`config.mk`:
```
export PLATFORM = sky130hd
export DESIGN_NAME = simd_alu_top
export DESIGN_NICKNAME = d
export VERILOG_FILES = /design/src/logic/alu_op_pkg.sv /design/src/logic/simd_cfg_pkg.sv /design/src/logic/add_sub.sv /design/src/logic/alu_lane.sv /design/src/logic/operand_dispatch.sv /design/src/logic/result_collect.sv /design/src/logic/simd_alu_top.sv
export SDC_FILE = /design/constraint.sdc
export NUM_CORES = 1
export LEC_CHECK = 0
export ABC_CLOCK_PERIOD_IN_PS = 5600
export BUFFER_PORTS_ARGS = -buffer_cell sky130_fd_sc_hd__buf_2
export CELL_PAD_IN_SITES_DETAIL_PLACEMENT = 1
export CELL_PAD_IN_SITES_GLOBAL_PLACEMENT = 2
export CORE_MARGIN = 2
export CORE_UTILIZATION = 39
export CTS_BUF_LIST = sky130_fd_sc_hd__clkbuf_16
export DETAILED_ROUTE_END_ITERATION = 8
export HOLD_SLACK_MARGIN = 0.12
export PLACE_DENSITY = 0.8
export SLEW_MARGIN = 40
export SYNTH_ARGS = -nofsm -noshare
export SYNTH_HDL_FRONTEND = slang
export SYNTH_HIERARCHICAL = 1
export SYNTH_SLANG_ARGS = --single-unit
```
`constraint.sdc`:
```
create_clock -name clk -period 5.6 [get_ports clk]
set_input_delay 0.84 -clock clk [delete_from_list [all_inputs] [get_ports clk]]
set_output_delay 0.84 -clock clk [all_outputs]
set_load 0.01 [all_outputs]
```
`src/logic/alu_op_pkg.sv`:
```
package alu_op_pkg;

    localparam int OP_W = 4;

    typedef logic [OP_W-1:0] op_t;

    // arithmetic
    localparam op_t OP_ADD = 4'd0;  // a + b, signed ovf
    localparam op_t OP_SUB = 4'd1;  // a - b, signed ovf
    localparam op_t OP_NEG = 4'd2;  // 0 - a

    // bitwise
    localparam op_t OP_AND = 4'd3;
    localparam op_t OP_OR  = 4'd4;
    localparam op_t OP_XOR = 4'd5;

    // compares give 0 or 1 in bit 0
    localparam op_t OP_LT  = 4'd6;  // signedness from cmp flag
    localparam op_t OP_EQ  = 4'd7;  // 1 when operands match

    // shifts take the amount from b
    localparam op_t OP_SLL = 4'd8;
    localparam op_t OP_SRL = 4'd9;
    localparam op_t OP_SRA = 4'd10; // sign fill

    // 11..15 unused, lane returns zero

endpackage

```
`src/logic/simd_cfg_pkg.sv`:
```
package simd_cfg_pkg;

    // default vector shape, overridden at simd_alu_top
    localparam int LANES_DEF = 4; // lanes per vector
    localparam int BW_DEF    = 8; // bits per lane, power of two

endpackage

```
`src/logic/add_sub.sv`:
```
`timescale 1ns/1ps

module add_sub #(
    parameter int BW = 8
) (
    input  logic          sub,
    input  logic [BW-1:0] a,
    input  logic [BW-1:0] b,
    output logic [BW-1:0] sum,
    output logic          ovf
);

    logic [BW-1:0] b_eff;

    // subtract as a + ~b + 1
    assign b_eff = b ^ {BW{sub}};
    assign sum   = a + b_eff + {{(BW-1){1'b0}}, sub};

    // same input signs, different result sign
    assign ovf = (a[BW-1] == b_eff[BW-1]) && (sum[BW-1] != a[BW-1]);

endmodule

```
`src/logic/alu_lane.sv`:
```
`timescale 1ns/1ps

module alu_lane #(
    parameter int BW = simd_cfg_pkg::BW_DEF
) (
    input  logic               clk,
    input  logic               rst,
    input  logic               valid,
    input  alu_op_pkg::op_t    op,
    input  logic               is_unsigned,
    input  logic [BW-1:0]      a,
    input  logic [BW-1:0]      b,
    output logic [BW-1:0]      res,
    output logic               ovf,
    output logic               done
);

    import alu_op_pkg::*;

    localparam int SH_W = $clog2(BW);

    logic              as_sub;
    logic [BW-1:0]     as_a;
    logic [BW-1:0]     as_b;
    logic [BW-1:0]     as_sum;
    logic              as_ovf;

    logic              lt_bit;
    logic [SH_W-1:0]   sh_amt;
    logic              sh_big;

    logic [BW-1:0]     res_c;
    logic              ovf_c;

    // shared adder, neg runs as 0 - a
    assign as_sub = (op != OP_ADD);
    assign as_a   = (op == OP_NEG) ? '0 : a;
    assign as_b   = (op == OP_NEG) ? a : b;

    add_sub #(
        .BW  (BW)
    ) u_add_sub (
        .sub (as_sub),
        .a   (as_a),
        .b   (as_b),
        .sum (as_sum),
        .ovf (as_ovf)
    );

    always_comb begin
        if (is_unsigned) begin
            lt_bit = (a < b);
        end else if (a[BW-1] != b[BW-1]) begin
            lt_bit = a[BW-1];                   // negative side is smaller
        end else begin
            lt_bit = as_sum[BW-1];              // same sign, look at a - b
        end
    end

    // upper bits of b set means the amount is BW or more
    assign sh_amt = b[SH_W-1:0];
    assign sh_big = |b[BW-1:SH_W];

    always_comb begin
        res_c = '0;
        ovf_c = 1'b0;
        case (op)
            OP_ADD,
            OP_SUB: begin
                res_c = as_sum;
                ovf_c = as_ovf;
            end
            OP_NEG: res_c = as_sum;
            OP_AND: res_c = a & b;
            OP_OR:  res_c = a | b;
            OP_XOR: res_c = a ^ b;
            OP_LT:  res_c = {{(BW-1){1'b0}}, lt_bit};
            OP_EQ:  res_c = {{(BW-1){1'b0}}, (a == b)};
            OP_SLL: begin
                if (!sh_big) begin
                    res_c = a << sh_amt;
                end
            end
            OP_SRL: begin
                if (!sh_big) begin
                    res_c = a >> sh_amt;
                end
            end
            OP_SRA: begin
                if (sh_big) begin
                    res_c = {BW{a[BW-1]}};      // all sign bits
                end else begin
                    res_c = $signed(a) >>> sh_amt;
                end
            end
            default: begin
                res_c = '0;
                ovf_c = 1'b0;
            end
        endcase
    end

    always_ff @(posedge clk) begin
        if (rst) begin
            done <= 1'b0;
        end else begin
            done <= valid;
        end
    end

    always_ff @(posedge clk) begin
        if (valid) begin
            res <= res_c;
            ovf <= ovf_c;
        end
    end

endmodule

```
`src/logic/operand_dispatch.sv`:
```
`timescale 1ns/1ps

module operand_dispatch #(
    parameter int BW    = simd_cfg_pkg::BW_DEF,
    parameter int LANES = simd_cfg_pkg::LANES_DEF
) (
    input  logic                  clk,
    input  logic                  rst,
    input  logic                  in_valid,
    input  alu_op_pkg::op_t       op,
    input  logic                  cmp_unsigned,
    input  logic                  bcast,
    input  logic [LANES*BW-1:0]   d1,
    input  logic [LANES*BW-1:0]   d2,
    output logic                  lane_valid,
    output alu_op_pkg::op_t       lane_op,
    output logic                  lane_unsigned,
    output logic [LANES*BW-1:0]   lane_d1,
    output logic [LANES*BW-1:0]   lane_d2
);

    import alu_op_pkg::*;

    op_t                  op_q;
    logic [LANES*BW-1:0]  d2_sel;

    // scalar broadcast of d2 lane 0
    for (genvar i = 0; i < LANES; i++) begin : g_bcast
        assign d2_sel[i*BW +: BW] = bcast ? d2[BW-1:0] : d2[i*BW +: BW];
    end

    always_ff @(posedge clk) begin
        if (rst) begin
            lane_valid <= 1'b0;
        end else begin
            lane_valid <= in_valid;
        end
    end

    always_ff @(posedge clk) begin
        if (in_valid) begin
            op_q          <= op;
            lane_unsigned <= cmp_unsigned;
            lane_d1       <= d1;
            lane_d2       <= d2_sel;
        end
    end

    assign lane_op = op_q;                  // one op shared by all lanes

endmodule

```
`src/logic/result_collect.sv`:
```
`timescale 1ns/1ps

module result_collect #(
    parameter int BW    = simd_cfg_pkg::BW_DEF,
    parameter int LANES = simd_cfg_pkg::LANES_DEF
) (
    input  logic                  clk,
    input  logic                  rst,
    input  logic [LANES-1:0]      lane_done,
    input  logic [LANES*BW-1:0]   lane_res,
    input  logic [LANES-1:0]      lane_ovf,
    input  logic                  ovf_clr,
    output logic                  out_valid,
    output logic [LANES*BW-1:0]   res,
    output logic [LANES-1:0]      ovf,
    output logic                  ovf_sticky
);

    logic strobe;
    logic sticky_set;

    // lanes run in lockstep, lane 0 speaks for all
    assign strobe = lane_done[0];

    // flag from the result now on the outputs
    assign sticky_set = out_valid && (|ovf);

    always_ff @(posedge clk) begin
        if (rst) begin
            out_valid <= 1'b0;
            res       <= '0;
            ovf       <= '0;
        end else begin
            out_valid <= strobe;
            if (strobe) begin
                res <= lane_res;
                ovf <= lane_ovf;                // hold last value otherwise
            end
        end
    end

    always_ff @(posedge clk) begin
        if (rst) begin
            ovf_sticky <= 1'b0;
        end else if (sticky_set) begin
            ovf_sticky <= 1'b1;                 // set beats clear
        end else if (ovf_clr) begin
            ovf_sticky <= 1'b0;
        end
    end

endmodule

```
`src/logic/simd_alu_top.sv`:
```
`timescale 1ns/1ps

module simd_alu_top #(
    parameter int BW    = simd_cfg_pkg::BW_DEF,
    parameter int LANES = simd_cfg_pkg::LANES_DEF
) (
    input  logic                  clk,
    input  logic                  rst,
    input  logic                  in_valid,
    input  alu_op_pkg::op_t       op,
    input  logic                  cmp_unsigned,
    input  logic                  bcast,
    input  logic [LANES*BW-1:0]   d1,
    input  logic [LANES*BW-1:0]   d2,
    input  logic                  ovf_clr,
    output logic                  out_valid,
    output logic [LANES*BW-1:0]   res,
    output logic [LANES-1:0]      ovf,
    output logic                  ovf_sticky
);

    import alu_op_pkg::*;

    logic                 lane_valid;
    op_t                  lane_op;
    logic                 lane_unsigned;
    logic [LANES*BW-1:0]  lane_d1;
    logic [LANES*BW-1:0]  lane_d2;

    logic [LANES*BW-1:0]  lane_res;
    logic [LANES-1:0]     lane_ovf;
    logic [LANES-1:0]     lane_done;

    operand_dispatch #(
        .BW            (BW),
        .LANES         (LANES)
    ) u_dispatch (
        .clk           (clk),
        .rst           (rst),
        .in_valid      (in_valid),
        .op            (op),
        .cmp_unsigned  (cmp_unsigned),
        .bcast         (bcast),
        .d1            (d1),
        .d2            (d2),
        .lane_valid    (lane_valid),
        .lane_op       (lane_op),
        .lane_unsigned (lane_unsigned),
        .lane_d1       (lane_d1),
        .lane_d2       (lane_d2)
    );

    for (genvar i = 0; i < LANES; i++) begin : g_lane
        alu_lane #(
            .BW          (BW)
        ) u_lane (
            .clk         (clk),
            .rst         (rst),
            .valid       (lane_valid),
            .op          (lane_op),
            .is_unsigned (lane_unsigned),
            .a           (lane_d1[i*BW +: BW]),
            .b           (lane_d2[i*BW +: BW]),
            .res         (lane_res[i*BW +: BW]),
            .ovf         (lane_ovf[i]),
            .done        (lane_done[i])
        );
    end

    result_collect #(
        .BW         (BW),
        .LANES      (LANES)
    ) u_collect (
        .clk        (clk),
        .rst        (rst),
        .lane_done  (lane_done),
        .lane_res   (lane_res),
        .lane_ovf   (lane_ovf),
        .ovf_clr    (ovf_clr),
        .out_valid  (out_valid),
        .res        (res),
        .ovf        (ovf),
        .ovf_sticky (ovf_sticky)
    );

endmodule

```
==> summary.txt <==
Routing
  • Total Wirelength: 43.6 mm
  • ANT nets after route: 0
  • DRC Markers: 0
  • Via density per instance: 5.73
  • Wirelength per Cell: 22.4 µm
  • DR vias: 11200
  • DR pass1 iterations: 5
  • Iter 0 DRT Violations: 710

Floorplanning
  • Die area: 0.0358 mm²
  • Die Span Y: 189 µm
  • IO Pins: 112
  • Core area: 0.0337 mm²
  • Chip width: 189 µm
  • Initial Util: 39.7%
  • Num rows: 67

Hold path
  • Hold path cells: 2
  • Hold Crit Class: flop to flop
  • Hold endpoint: u_collect/ovf_sticky$_SDFFE_PP0P_
  • Worst Hold Launch: u_collect/ovf_sticky$_SDFFE_PP0P_

Worst setup path
  • Reg2Reg Depth: 13
  • Required time of the critical path: 5880 ps
  • Crit-path slowest cell: edfxtp_1
  • Worst Path Max Fanout: 17
  • Crit path buf inv count: 0
  • R2r setup slk: 1250 ps
  • Cell family with most CP delay: simple AND/OR/NAND/NOR gates
  • Max incr delay on CP: 700 ps
  • Setup crit start: u_dispatch/lane_op[3]$_DFFE_PP_
  • Crit. End Element: flop
  • Reg2reg start: u_dispatch/lane_op[3]$_DFFE_PP_
  • WS Path Type: flop to flop
  • WP data arrival: 4630 ps
  • Worst setup SP type: flop
  • Cells along the critical path: or2_2 > or3_1 > xor2_1 > ha_1 > a21oi_1 > o221ai_2 > a31oi_4 > xor2_1 > mux2i_1 > nor2_1 > a21oi_1 > or4_1 > o2111ai_1
  • RR Endpoint: g_lane[3].u_lane/res[0]$_DFFE_PP_

Synthesis
  • Synth Instances: 1411
  • Synth warn: 6
  • Syn_nets: 1613
  • Avg Inst Size Synth: 9.49 µm²
  • Cell Area, Synth: 0.0134 mm²

Power and ir drop
  • VDD IR-drop max: 0.234 mV
  • Total Power: 3890 µW
  • Leakage: 0.00616 µW
  • Power Density: 263 mW/mm²

Timing
  • Final hold vios: 0
  • Worst clock skew: 17.2 ps
  • Slew @ Worst Pin: 862 ps
  • Unrepaired setup endpoints after global routing: false
  • Final min period: 4350 ps
  • Fmax: 230 MHz
  • Setup TNS: 0 ps
  • Max-slew violation count: 0
  • WHS: 479 ps
  • Final setup viols: 0
  • Max_slew headroom: 42.4%
  • Final Cycle Share: 77.6%

Cells and area
  • Diodes inserted: 0
  • Register area: 0.00396 mm²
  • Layout area overhead: 10.6%
  • Fillers: 3959
  • Post-route insts no fill: 1949
  • Layout cells sized above 1: 19.4%
  • Post-layout net count: 1690
  • Multi-input logic area: 0.00859 mm²
  • Final Cell Area: 0.0148 mm²

Clock network
  • Max clock buf depth: 2
  • Clock Root Buffer: clkbuf_16
  • CTS tree: done
  • Clk sinks: 145
  • Setup bufs post-CTS: 0
  • CTS H-tree depth: 4
  • CTS clock-pin slew for the worst setup and hold paths: 80 ps
  • Num CTS Buffers: 17
  • Post-CTS Hold Fix Bufs: 0
  • Post-CTS sizing: 0
  • Clock latency on the worst-skew pair: 450 ps

GRT
  • Total gr overflow: 0
  • Initial antenna violation count: 1
  • Largest net degree at the start of global routing: 71
  • Global-route usage over all layers: 24.6%
  • First-pass GRT wire length: 67.8 mm
  • Number of global-route vias before repair: 11500

Run
  • Max_cap viols: 0

Status
  • Status: completed

Place
  • Dpl hpwl: 32.3 mm
  • Dpl cells: 1912
  • Port bufs: 111
  • Gpl congestion: 0.896
  • DP Area: 0.0142 mm²
[power by group]
| part | total, µW | switching, µW | leakage [µW] | internal [µW] |
|---|---|---|---|---|
| Clock | 1180 | 549 | 0.000291 | 634 |
| Sequential | 1400 | 144 | 0.00131 | 1250 |
| Combinational | 1310 | 766 | 0.00456 | 546 |
| Total | 3890 | 1460 | 0.00616 | 2430 |
[layout make-up]
type                       count  share of cell area [%]
clock buffer                  17                    2.87
clock inverter                15                    1.11
inverter                      92                    2.33
multi-input combinational   1100                    58.0
sequential                   145                    26.7
tap                          448                    3.78
timing repair buffer         132                    5.16
[tightest hold or removal path: stages, from the launching register on]
cell and delay [ps]:
dfxtp_1 310, nand2b_1 70, a21oi_1 60
[stage by stage]
stage               utilization [%]  setup WS [ps]
floorplan                         -           1740
global placement               41.9           1460
detailed placement             42.0           1310
CTS                            43.8           1290
global route                   44.0           1060
finish                         44.0           1250
[state kept, by name, indices dropped and copies added (netlist names)]
name,flops
u_collect/out_valid,1
g_lane.u_lane/res,32
u_collect/res,32
u_dispatch/lane_d1,32
u_collect/ovf_sticky,1
u_collect/ovf,4
u_dispatch/lane_op,4
u_dispatch/lane_unsigned,1
g_lane.u_lane/ovf,4
u_dispatch/lane_d2,32
g_lane.u_lane/done,1
u_dispatch/lane_valid,1
[routing by layer]
| metal | part of all wire, % | vias up | track usage, % |
|---|---|---|---|
| met4 | 2.0 | 2 | 6.92 |
| met1 | 46 | 5504 | 32.7 |
| met2 | 47 | 303 | 40.2 |
| li1 | - | 5304 | - |
| met3 | 5.6 | 52 | 5.25 |
| met5 | 0.030 | - | 0 |
[how the worst max path moves through the flow]
stage	to	slack (ps)	cells past startpoint
detailed placement	g_lane[3].u_lane/res[0]$_DFFE_PP_	1310	13
finish	g_lane[3].u_lane/res[0]$_DFFE_PP_	1250	13
global placement	g_lane[2].u_lane/res[0]$_DFFE_PP_	1460	13
global route	g_lane[2].u_lane/res[0]$_DFFE_PP_	1060	13
CTS	g_lane[3].u_lane/res[0]$_DFFE_PP_	1290	13
floorplan	g_lane[0].u_lane/res[7]$_DFFE_PP_	1740	18
[cells in the final DEF (no fill, tap or decap), types with 17 or more instances in the layout]
cell type	n
dfxtp_1	38
o211ai_1	21
mux2_4	20
nor2_1	153
nor2b_1	23
ha_1	124
edfxtp_1	105
nand2_1	123
nand3_1	19
mux4_2	24
clkbuf_16	17
nor3_1	19
buf_2	109
a21oi_1	89
nand2b_1	21
o21ai_0	57
mux2i_1	78
xor2_1	44
inv_1	91
No activity file was read; power rests on OpenSTA's default activity.
